## config.mk

```make
export PLATFORM = sky130hd
export DESIGN_NAME = ddr_engine_top
export DESIGN_NICKNAME = d
export VERILOG_FILES = /design/src/hw/ddr_pkg.sv /design/src/hw/ddr_engine_top.sv /design/src/hw/ddr_frame_fsm.sv /design/src/hw/ddr_line_ctrl.sv /design/src/hw/ddr_regf_seq.sv
export SDC_FILE = /design/constraint.sdc
export NUM_CORES = 1
export LEC_CHECK = 0
export CAP_MARGIN = 0
export CORE_ASPECT_RATIO = 1.1
export CORE_MARGIN = 10
export CORE_UTILIZATION = 40
export CTS_BUF_LIST = sky130_fd_sc_hd__clkbuf_16
export CTS_CLUSTER_SIZE = 20
export DETAILED_ROUTE_END_ITERATION = 8
export DONT_BUFFER_PORTS = 1
export PLACE_DENSITY = 0.52
export SYNTH_ARGS = -nofsm -noshare
export SYNTH_HDL_FRONTEND = slang
export SYNTH_SLANG_ARGS = --single-unit
```

## constraint.sdc

```tcl
create_clock -name i_sys_clk -period 4.5 [get_ports i_sys_clk]
set_input_delay 0.675 -clock i_sys_clk [delete_from_list [all_inputs] [get_ports i_sys_clk]]
set_output_delay 0.675 -clock i_sys_clk [all_outputs]
set_load 0.005 [all_outputs]
```

## src/hw/ddr_pkg.sv

```systemverilog
package ddr_pkg;

	// widths with a meaning of their own
	typedef logic [4:0]  dev_index_t;  // device table index
	typedef logic [6:0]  dyn_addr_t;   // target address on the bus
	typedef logic [11:0] regf_addr_t;  // register file byte address
	typedef logic [4:0]  stall_cnt_t;  // scl stall length in scl cycles
	typedef logic [5:0]  bit_cnt_t;    // bit counter value

	// frame states of one ddr transfer
	typedef enum logic [4:0] {
		st_idle        = 5'd0,
		st_cmd_pre     = 5'd1,   // command preamble
		st_seven_zeros = 5'd2,
		st_address     = 5'd3,
		st_parity      = 5'd4,   // command or data parity
		st_ack_pre     = 5'd5,   // write only
		st_ack_wait    = 5'd6,
		st_data_byte1  = 5'd7,
		st_data_byte2  = 5'd8,
		st_data_pre    = 5'd9,   // preamble between data words
		st_abort_bit   = 5'd10,
		st_crc_pre1    = 5'd11,
		st_crc_pre2    = 5'd12,
		st_token       = 5'd13,
		st_crc_value   = 5'd14,
		st_error       = 5'd15,
		st_restart     = 5'd16,
		st_exit        = 5'd17,
		st_rnw_bit     = 5'd18,
		st_zero_byte   = 5'd19   // dummy byte for an odd count
	} state_t;

	// serializer codes, same encoding as the phy side
	typedef enum logic [3:0] {
		tx_special_pre = 4'b0000,
		tx_address     = 4'b0001,
		tx_one         = 4'b0010,
		tx_seven_zeros = 4'b0011,
		tx_parity      = 4'b0100,
		tx_zero        = 4'b0110,
		tx_byte        = 4'b0111,
		tx_token_crc   = 4'b1100,
		tx_crc_value   = 4'b1101,
		tx_exit        = 4'b1110,
		tx_restart     = 4'b1111
	} tx_mode_t;

	// deserializer codes
	typedef enum logic [3:0] {
		rx_preamble   = 4'd0,
		rx_byte       = 4'd3,
		rx_token_chk  = 4'd4,
		rx_parity_chk = 4'd5,
		rx_crc_chk    = 4'd6,
		rx_err_mode   = 4'd7
	} rx_mode_t;

	typedef enum logic [3:0] {
		err_success    = 4'd0,
		err_crc        = 4'd1,
		err_parity     = 4'd2,
		err_frame      = 4'd3,
		err_nack       = 4'd5,
		err_short_read = 4'd7,
		err_bus_abort  = 4'd9
	} err_t;

	typedef struct packed {
		logic       toc;        // 1 stop, 0 restart
		dev_index_t dev_index;
		logic       short_read; // early end of a read is an error
		logic       rnw;        // 1 read, 0 write
	} xfer_cfg_t;

	typedef struct packed {
		logic tx_done;
		logic rx_done;
		logic rx_pre;           // valid with rx_done
		logic rx_error;         // valid with rx_done
	} phy_status_t;

	typedef struct packed {
		logic       tx_en;
		tx_mode_t   tx_mode;
		logic       rx_en;
		rx_mode_t   rx_mode;
		logic [7:0] tx_data;
	} phy_ctrl_t;

	typedef struct packed {
		state_t state;
		logic   ack_armed;      // ack sampling window open
		logic   data_par;       // next parity covers data
	} fsm_view_t;

	localparam dyn_addr_t C_DEV_ADDR_BASE = 7'd8;  // first dynamic address
	localparam bit_cnt_t  C_STALL_BIT_LO  = 6'd11;
	localparam bit_cnt_t  C_STALL_BIT_HI  = 6'd12;

endpackage

```

## src/hw/ddr_engine_top.sv

```systemverilog
`timescale 1ns/1ps

module ddr_engine_top #(
	parameter ddr_pkg::regf_addr_t P_WR_START_ADDR = 12'd1,
	parameter ddr_pkg::regf_addr_t P_RD_START_ADDR = 12'd10,
	parameter ddr_pkg::stall_cnt_t P_RESTART_STALL = 5'd10,
	parameter ddr_pkg::stall_cnt_t P_EXIT_STALL    = 5'd16
) (
	input  logic               i_sys_clk,
	input  logic               i_sys_rst,
	input  logic               i_engine_en,
	input  ddr_pkg::xfer_cfg_t   i_cfg,
	input  ddr_pkg::phy_status_t i_phy,
	input  logic               i_frmcnt_last,
	input  ddr_pkg::bit_cnt_t    i_bitcnt,
	output ddr_pkg::phy_ctrl_t   o_phy,
	output logic               o_frmcnt_en,
	output logic               o_bitcnt_en,
	output logic               o_bitcnt_rst,
	output logic               o_sclstall_en,
	output ddr_pkg::stall_cnt_t  o_sclstall_cycles,
	output ddr_pkg::regf_addr_t  o_regf_addr,
	output logic               o_regf_rd_en,
	output logic               o_regf_wr_en,
	output ddr_pkg::err_t        o_regf_error_type,
	output logic               o_regf_abort,
	output logic               o_engine_done
);
	import ddr_pkg::*;

	fsm_view_t view;  // state seen by both decoders

	ddr_frame_fsm ddr_frame_fsm_i (
		.i_sys_clk         (i_sys_clk),
		.i_sys_rst         (i_sys_rst),
		.i_engine_en       (i_engine_en),
		.i_cfg             (i_cfg),
		.i_phy             (i_phy),
		.i_frmcnt_last     (i_frmcnt_last),
		.o_view            (view),
		.o_regf_error_type (o_regf_error_type),
		.o_regf_abort      (o_regf_abort),
		.o_engine_done     (o_engine_done)
	);

	ddr_line_ctrl #(
		.P_RESTART_STALL (P_RESTART_STALL),
		.P_EXIT_STALL    (P_EXIT_STALL)
	) ddr_line_ctrl_i (
		.i_view            (view),
		.i_cfg             (i_cfg),
		.i_bitcnt          (i_bitcnt),
		.o_phy             (o_phy),
		.o_frmcnt_en       (o_frmcnt_en),
		.o_bitcnt_en       (o_bitcnt_en),
		.o_bitcnt_rst      (o_bitcnt_rst),
		.o_sclstall_en     (o_sclstall_en),
		.o_sclstall_cycles (o_sclstall_cycles)
	);

	ddr_regf_seq #(
		.P_WR_START_ADDR (P_WR_START_ADDR),
		.P_RD_START_ADDR (P_RD_START_ADDR)
	) ddr_regf_seq_i (
		.i_sys_clk    (i_sys_clk),
		.i_sys_rst    (i_sys_rst),
		.i_view       (view),
		.i_cfg        (i_cfg),
		.o_regf_addr  (o_regf_addr),
		.o_regf_rd_en (o_regf_rd_en),
		.o_regf_wr_en (o_regf_wr_en)
	);

endmodule

```

## src/hw/ddr_frame_fsm.sv

```systemverilog
`timescale 1ns/1ps

module ddr_frame_fsm (
	input  logic               i_sys_clk,
	input  logic               i_sys_rst,
	input  logic               i_engine_en,
	input  ddr_pkg::xfer_cfg_t   i_cfg,
	input  ddr_pkg::phy_status_t i_phy,
	input  logic               i_frmcnt_last,
	output ddr_pkg::fsm_view_t   o_view,
	output ddr_pkg::err_t        o_regf_error_type,
	output logic               o_regf_abort,
	output logic               o_engine_done
);
	import ddr_pkg::*;

	state_t state_q;
	state_t state_d;
	state_t end_state;    // restart or exit, by toc
	err_t   err_code;     // error type of the branch taken into st_error
	logic   ack_armed_q;
	logic   data_par_q;
	logic   phase_done;

	assign phase_done = i_phy.tx_done | i_phy.rx_done;  // either side ends the phase
	assign end_state  = i_cfg.toc ? st_exit : st_restart;

	always_comb
	begin
		state_d  = state_q;  // hold until the phase ends
		err_code = err_success;
		case (state_q)
			st_idle:
				if (i_engine_en)
					state_d = st_cmd_pre;
			st_cmd_pre:
				if (i_phy.tx_done)
					state_d = st_rnw_bit;
			st_rnw_bit:
				if (i_phy.tx_done)
					state_d = st_seven_zeros;
			st_seven_zeros:
				if (i_phy.tx_done)
					state_d = st_address;
			st_address:
				if (i_phy.tx_done)
					state_d = st_parity;
			st_parity:
				if (phase_done)
				begin
					if (!data_par_q)  // command parity, reads skip the ack
						state_d = i_cfg.rnw ? st_data_byte1 : st_ack_pre;
					else if (i_cfg.rnw && i_phy.rx_error)
					begin
						state_d  = st_error;
						err_code = err_parity;
					end
					else if (!i_cfg.rnw && i_frmcnt_last)
						state_d = st_crc_pre1;  // write has sent its last word
					else
						state_d = st_data_pre;
				end
			st_ack_pre:
				if (i_phy.tx_done)
					state_d = st_ack_wait;
			st_ack_wait:
				if (ack_armed_q && i_phy.rx_done)
				begin
					if (!i_phy.rx_pre)  // target pulls sda low to ack
						state_d = st_data_byte1;
					else
					begin
						state_d  = st_error;
						err_code = err_nack;
					end
				end
			st_data_byte1:
				if (phase_done)
					state_d = i_frmcnt_last ? st_zero_byte : st_data_byte2;
			st_data_byte2, st_zero_byte:
				if (phase_done)
					state_d = st_parity;
			st_data_pre:
				if (phase_done)
				begin
					if (!i_cfg.rnw || i_phy.rx_pre)
						state_d = st_abort_bit;  // another data word may follow
					else if (!i_frmcnt_last && i_cfg.short_read)
					begin
						state_d  = st_error;  // target stopped before the last word
						err_code = err_short_read;
					end
					else
						state_d = st_crc_pre2;
				end
			st_abort_bit:
				if (phase_done)
				begin
					// read continues until last, write continues while target holds 1
					if (i_cfg.rnw ? !i_frmcnt_last : i_phy.rx_pre)
						state_d = st_data_byte1;
					else
					begin
						state_d  = st_error;
						err_code = err_bus_abort;
					end
				end
			st_crc_pre1:
				if (phase_done)
					state_d = st_crc_pre2;
			st_crc_pre2:
				if (phase_done)
				begin
					if (i_cfg.rnw && !i_phy.rx_pre)  // preamble 00 is a broken frame
					begin
						state_d  = st_error;
						err_code = err_frame;
					end
					else
						state_d = st_token;
				end
			st_token:
				if (phase_done)
				begin
					if (i_cfg.rnw && i_phy.rx_error)
					begin
						state_d  = st_error;
						err_code = err_frame;
					end
					else
						state_d = st_crc_value;
				end
			st_crc_value:
				if (phase_done)
				begin
					if (i_cfg.rnw && i_phy.rx_error)
					begin
						state_d  = st_error;
						err_code = err_crc;
					end
					else
						state_d = end_state;
				end
			st_error:
				if (i_phy.rx_done)
					state_d = end_state;
			st_restart, st_exit:
				if (i_phy.tx_done)
					state_d = st_idle;
			default:
				state_d = st_idle;
		endcase
	end

	always_ff @(posedge i_sys_clk or negedge i_sys_rst)
	begin
		if (!i_sys_rst)
		begin
			state_q           <= st_idle;
			ack_armed_q       <= 1'b0;
			data_par_q        <= 1'b0;
			o_regf_error_type <= err_success;
			o_regf_abort      <= 1'b0;
			o_engine_done     <= 1'b0;
		end
		else
		begin
			state_q     <= state_d;
			// one settle cycle in ack waiting, dropped on the way out
			ack_armed_q <= (state_q == st_ack_wait) && (state_d == st_ack_wait);
			if (state_q inside {st_idle, st_address})
				data_par_q <= 1'b0;  // command parity comes next
			else if (state_q inside {st_data_byte2, st_zero_byte})
				data_par_q <= 1'b1;
			if (state_q == st_idle && i_engine_en)
				o_regf_error_type <= err_success;  // new transfer
			else if (state_d == st_error && state_q != st_error)
				o_regf_error_type <= err_code;
			o_regf_abort  <= (state_q == st_abort_bit) && !i_cfg.rnw && phase_done &&
				!i_phy.rx_pre;  // target aborts the write
			o_engine_done <= (state_q inside {st_restart, st_exit}) && i_phy.tx_done;
		end
	end

	assign o_view.state     = state_q;
	assign o_view.ack_armed = ack_armed_q;
	assign o_view.data_par  = data_par_q;

endmodule

```

## src/hw/ddr_line_ctrl.sv

```systemverilog
`timescale 1ns/1ps

module ddr_line_ctrl #(
	parameter ddr_pkg::stall_cnt_t P_RESTART_STALL = 5'd10,
	parameter ddr_pkg::stall_cnt_t P_EXIT_STALL    = 5'd16
) (
	input  ddr_pkg::fsm_view_t  i_view,
	input  ddr_pkg::xfer_cfg_t  i_cfg,
	input  ddr_pkg::bit_cnt_t   i_bitcnt,
	output ddr_pkg::phy_ctrl_t  o_phy,
	output logic              o_frmcnt_en,
	output logic              o_bitcnt_en,
	output logic              o_bitcnt_rst,
	output logic              o_sclstall_en,
	output ddr_pkg::stall_cnt_t o_sclstall_cycles
);
	import ddr_pkg::*;

	tx_mode_t  tx_mode;
	rx_mode_t  rx_mode;
	dyn_addr_t tgt_addr;
	logic      rx_side;   // phase is driven by the target
	logic      active;
	logic      crc_stall; // stall window near the end of the crc

	assign tgt_addr = dyn_addr_t'(i_cfg.dev_index) + C_DEV_ADDR_BASE;
	// nothing on the line in idle or before the ack settle cycle
	assign active   = (i_view.state != st_idle) &&
		!(i_view.state == st_ack_wait && !i_view.ack_armed);

	always_comb
	begin
		case (i_view.state)
			st_rnw_bit:     tx_mode = i_cfg.rnw ? tx_one : tx_zero;
			st_seven_zeros: tx_mode = tx_seven_zeros;
			st_address:     tx_mode = tx_address;
			st_parity:      tx_mode = tx_parity;
			// read abort bit keeps the transfer going
			st_ack_pre, st_data_pre, st_crc_pre2, st_abort_bit: tx_mode = tx_one;
			st_data_byte1, st_data_byte2, st_zero_byte: tx_mode = tx_byte;
			st_crc_pre1:    tx_mode = tx_zero;
			st_token:       tx_mode = tx_token_crc;
			st_crc_value:   tx_mode = tx_crc_value;
			st_restart:     tx_mode = tx_restart;
			st_exit:        tx_mode = tx_exit;
			default:        tx_mode = tx_special_pre;  // command preamble
		endcase
		case (i_view.state)
			st_data_byte1, st_data_byte2, st_zero_byte: rx_mode = rx_byte;
			st_parity:      rx_mode = rx_parity_chk;
			st_token:       rx_mode = rx_token_chk;
			st_crc_value:   rx_mode = rx_crc_chk;
			st_error:       rx_mode = rx_err_mode;
			default:        rx_mode = rx_preamble;
		endcase
		case (i_view.state)
			st_ack_wait, st_error: rx_side = 1'b1;
			st_abort_bit:   rx_side = !i_cfg.rnw;  // write abort bit comes from target
			st_parity:      rx_side = i_cfg.rnw && i_view.data_par;  // data parity check
			st_data_byte1, st_data_byte2, st_zero_byte, st_data_pre, st_crc_pre2,
			st_token, st_crc_value: rx_side = i_cfg.rnw;
			default:        rx_side = 1'b0;
		endcase
	end

	always_comb
	begin
		o_phy.tx_en   = active && !rx_side;
		o_phy.tx_mode = tx_mode;
		o_phy.rx_en   = active && rx_side;
		o_phy.rx_mode = rx_mode;
		o_phy.tx_data = {1'b0, tgt_addr};  // only sent in st_address
	end

	assign crc_stall = (i_view.state == st_crc_value) &&
		(i_bitcnt == C_STALL_BIT_LO || i_bitcnt == C_STALL_BIT_HI);
	assign o_sclstall_en = crc_stall || (i_view.state inside {st_restart, st_exit});

	always_comb
	begin
		case (i_view.state)
			st_restart:   o_sclstall_cycles = P_RESTART_STALL;
			st_exit:      o_sclstall_cycles = P_EXIT_STALL;
			st_crc_value: o_sclstall_cycles = i_cfg.toc ? P_EXIT_STALL : P_RESTART_STALL;
			default:      o_sclstall_cycles = '0;
		endcase
	end

	// frame counter starts with the address byte
	assign o_frmcnt_en  = !(i_view.state inside {st_idle, st_cmd_pre, st_rnw_bit, st_seven_zeros});
	assign o_bitcnt_en  = (i_view.state != st_idle);
	assign o_bitcnt_rst = (i_view.state == st_error);  // realign after a bad frame

endmodule

```

## src/hw/ddr_regf_seq.sv

```systemverilog
`timescale 1ns/1ps

module ddr_regf_seq #(
	parameter ddr_pkg::regf_addr_t P_WR_START_ADDR = 12'd1,
	parameter ddr_pkg::regf_addr_t P_RD_START_ADDR = 12'd10
) (
	input  logic              i_sys_clk,
	input  logic              i_sys_rst,
	input  ddr_pkg::fsm_view_t  i_view,
	input  ddr_pkg::xfer_cfg_t  i_cfg,
	output ddr_pkg::regf_addr_t o_regf_addr,
	output logic              o_regf_rd_en,
	output logic              o_regf_wr_en
);
	import ddr_pkg::*;

	state_t     prev_state_q;
	regf_addr_t addr_q;
	logic       in_byte;    // a real data byte is on the line
	logic       byte_done;  // first cycle after a data byte state

	assign in_byte   = i_view.state inside {st_data_byte1, st_data_byte2};
	assign byte_done = (prev_state_q inside {st_data_byte1, st_data_byte2}) &&
		(i_view.state != prev_state_q);

	always_ff @(posedge i_sys_clk or negedge i_sys_rst)
	begin
		if (!i_sys_rst)
		begin
			prev_state_q <= st_idle;
			addr_q       <= '0;
		end
		else
		begin
			prev_state_q <= i_view.state;
			if (i_view.state == st_idle)
				addr_q <= i_cfg.rnw ? P_RD_START_ADDR : P_WR_START_ADDR;  // reload per transfer
			else if (byte_done)
				addr_q <= addr_q + 12'd1;
		end
	end

	assign o_regf_addr  = addr_q;
	assign o_regf_rd_en = in_byte && !i_cfg.rnw;  // write pulls bytes from the regfile
	assign o_regf_wr_en = in_byte && i_cfg.rnw;   // read stores received bytes

endmodule

```

==> impl_metrics.tcl <==
set metrics [dict create \
    grt_pass1_wl_mm 13.6 \
    hold_class "primary input to async pin" \
    status "finished, final reports clean" \
    grt_max_degree 35 \
    antenna_left 0 \
    drive_above_1_share_pct 8.74 \
    critPathSlowestCell "dfrtp_1" \
    crit_fanout 34 \
    multi_input_area_sq_mm 0.00166 \
    cp_num_cells 5 \
    worstSetupPathType "register to primary output" \
    p_int_mw 0.860 \
    synth-edff-count 0 \
    placedCellCount 383 \
    drcViolationCount 0 \
    switching_share_pct 45.8 \
    synth_area_sq_mm 0.00265 \
    period_minus_slack_ns 3.41 \
    r2r_end "ddr_frame_fsm_i.o_regf_error_type[3]" \
    cts_hold_buf 0 \
    core_region_area_sq_mm 0.00652 \
    total_leakage_power_nw 1.08 \
    ys_seq_area_share_pct 28.4 \
    whs_ns 0.0966 \
    total_power_mw 1.59 \
    drv_slew 0 \
    fin_area_sq_mm 0.00274 \
    finalSetupTns_ns 0 \
    drt-wirelength-per-cell_um 21.5 \
    relSlewSlack_pct 30.3 \
    setup_violations 0 \
    n_antenna_cell 0 \
    maxCapViolations 0 \
    async_reset_ff_share_pct 100 \
    track_usage_pct 15.7 \
    grt_pass1_vias 2487 \
    p_seq_share_pct 31.6 \
    worstPathRequired_ns 3.83 \
    cts.sinks 30 \
    die_h_um 105 \
    placed_area_sq_mm 0.00258 \
    grt-ovfl-total 0 \
    ys_ff_latch 30 \
    cts.root.buffer_cell "clkbuf_16" \
    cp-start-kind "register" \
    antenna_found_initial 0 \
    yosysWarningCount 0 \
    die_x_um 97.6 \
    synth_flop_cell "dfrtp_1" \
    num_io_pins 69 \
    dieArea_sq_mm 0.0103 \
    final_cells 391 \
    clk_pin_slew_worst_paths_ns 0.05 \
    synth.distinct_cells 78 \
    r2r_setup_slack_ns 1.49 \
    place_hpwl_mm 6.21 \
    dr.pass1.iters 4 \
    p_switching_mw 0.726 \
    dr_total_vias 2515 \
    fin_crit_sh_pct 75.7 \
    end_kind "primary output" \
    viasPerCell 6.43 \
    path_cells "nor3_1, and2_1, clkinv_1, o21ai_0, nor2b_1" \
    finClkSkew_ns 0.00645 \
    power.density_mw_per_mm2 578 \
    synthCells 328 \
    initialDrtViolationCount 277 \
    fin_util_pct 42.1 \
    combinationalPowerShare_pct 44.8 \
    dp_slack_ns 1.37 \
    cts_setup_buffers 0 \
    critical_path_buf_inv_count 1 \
    ctsLongestPathBuffers 2 \
    syn_to_final_growth_pct 3.64 \
    std_cell_rows 31 \
    clockPowerShare_pct 23.6 \
    clock.fmax_ghz 0.294 \
    cts_resized 0 \
    crit_family "simple AND/OR/NAND/NOR gates" \
    fillCellCount 679 \
    r2r_start "ddr_frame_fsm_i.state_q[1]" \
    grt_setup_unrepaired "no" \
    tightest_slew_ns 1.05 \
    critPathArrivalTime_ns 2.73 \
    htreeDepth 2 \
    critPathMaxStageDelay_ns 0.76 \
    reg2reg_depth 6 \
    hold_violations 0 \
    place_congestion 0.863 \
    seq_area_sq_um 751 \
    ir_worst_vdd_uv 225 \
    initial_core_util_pct 40.6 \
    cts_buffers 5 \
    drt-total-wl_mm 8.40 \
    cts_tree "done" \
    postLayoutSetupSlackWorst_ns 1.09 \
    nets 332 \
    clk_latency_ns 0.27 \
    synth.avg_cell_area_sq_um 8.07 \
    io_buffers 0 \
]
[per-layer routing]
layer / up-vias / global-route usage [%] / part of all wire [%]
met1: 1199 / 19.4 / 42
met3: 14 / 4.44 / 9.4
met2: 140 / 24.8 / 46
li1: 1162 / - / -
met4: 0 / 7.48 / 2.6
met5: - / 0 / 0
[synth_stat cells (all sizes together), types with 8 or more instances]
cell type / instances / share of area (%)
a21oi: 23 / 4.8
buf: 26 / 6.6
dfrtp: 30 / 28
inv: 11 / 1.7
nand2: 26 / 3.7
nand3: 8 / 1.5
nand4: 11 / 2.6
nor2: 30 / 4.3
nor2b: 9 / 2.1
nor3: 11 / 2.1
o21ai: 15 / 2.8
xnor2: 8 / 2.6
[cells in the final DEF, fill, tap and decap left out, types with 6 or more instances in the layout]
master,Yosys,final
nor2_1,30,30
dfrtp_1,30,30
nand2_1,26,26
a21oi_1,20,20
o21ai_0,15,15
nor3_1,11,11
nand4_1,11,11
inv_1,10,10
nor2b_1,9,9
nand3_1,8,8
xnor2_1,8,8
nand2b_1,6,6
[power groups by stage]
stage / logic (mW) / registers [mW] / clock network [mW]
2_1_floorplan: 0.688 / 0.377 / 0
3_3_place_gp: 0.708 / 0.502 / 0
3_5_place_dp: 0.708 / 0.504 / 0
4_1_cts: 0.710 / 0.500 / 0.384
5_1_grt: 0.786 / 0.519 / 0.398
6_report: 0.710 / 0.502 / 0.374
[worst reg2reg max path, cell delays in order, from the launching register on]
cell and delay [ns]:
dfrtp_1 0.94, nand2b_1 0.37, nor4b_1 0.73, a221o_1 0.21, a2111o_1 0.22, and4b_4 0.33
o211ai_2 0.08
[cell type report]
| type | count | area share (%) |
|---|---|---|
| multi-input combinational | 256 | 60.4 |
| tap | 82 | 3.74 |
| inverter | 13 | 1.87 |
| sequential | 30 | 27.4 |
| clock inverter | 3 | 1.46 |
| timing repair buffer | 2 | 0.547 |
| clock buffer | 5 | 4.56 |
[kinds of logic (layout without fill, tap and decap cells)]
| family | after synthesis | in the layout | share of synthesized area, % |
|---|---|---|---|
| adders and majority gates | 2 | 2 | 0.945 |
| AOI/OAI and AO/OA | 87 | 87 | 22.8 |
| buffers and inverters | 46 | 23 | 9.55 |
| xor gates and xnor gates | 14 | 14 | 5.34 |
| muxes | 3 | 3 | 1.18 |
| and+or+nand+nor | 145 | 145 | 31.6 |
| DFF | 30 | 30 | 28.4 |
| other | 1 | 5 | 0.142 |
[worst max path at each step]
stage / from / to / slack, ns
6_report: ddr_frame_fsm_i.state_q[3] / o_phy[12] / 1.09
5_1_grt: ddr_frame_fsm_i.state_q[3] / o_phy[12] / 0.84
4_1_cts: ddr_frame_fsm_i.state_q[3] / o_phy[12] / 1.08
3_5_place_dp: ddr_frame_fsm_i.state_q[3] / o_phy[12] / 1.37
3_3_place_gp: ddr_frame_fsm_i.state_q[3] / o_phy[12] / 1.49
2_1_floorplan: ddr_frame_fsm_i.state_q[2] / o_phy[12] / 2.19
[sequential cells by signal, summed over array words and instances (netlist names)]
name	flops
ddr_regf_seq_i.o_regf_addr	12
ddr_frame_fsm_i.o_regf_error_type	4
ddr_frame_fsm_i.data_par_q	1
ddr_frame_fsm_i.o_engine_done	1
ddr_frame_fsm_i.o_regf_abort	1
ddr_frame_fsm_i.ack_armed_q	1
ddr_regf_seq_i.prev_state_q	5
ddr_frame_fsm_i.state_q	5
Power figures use the tool's default switching activity.
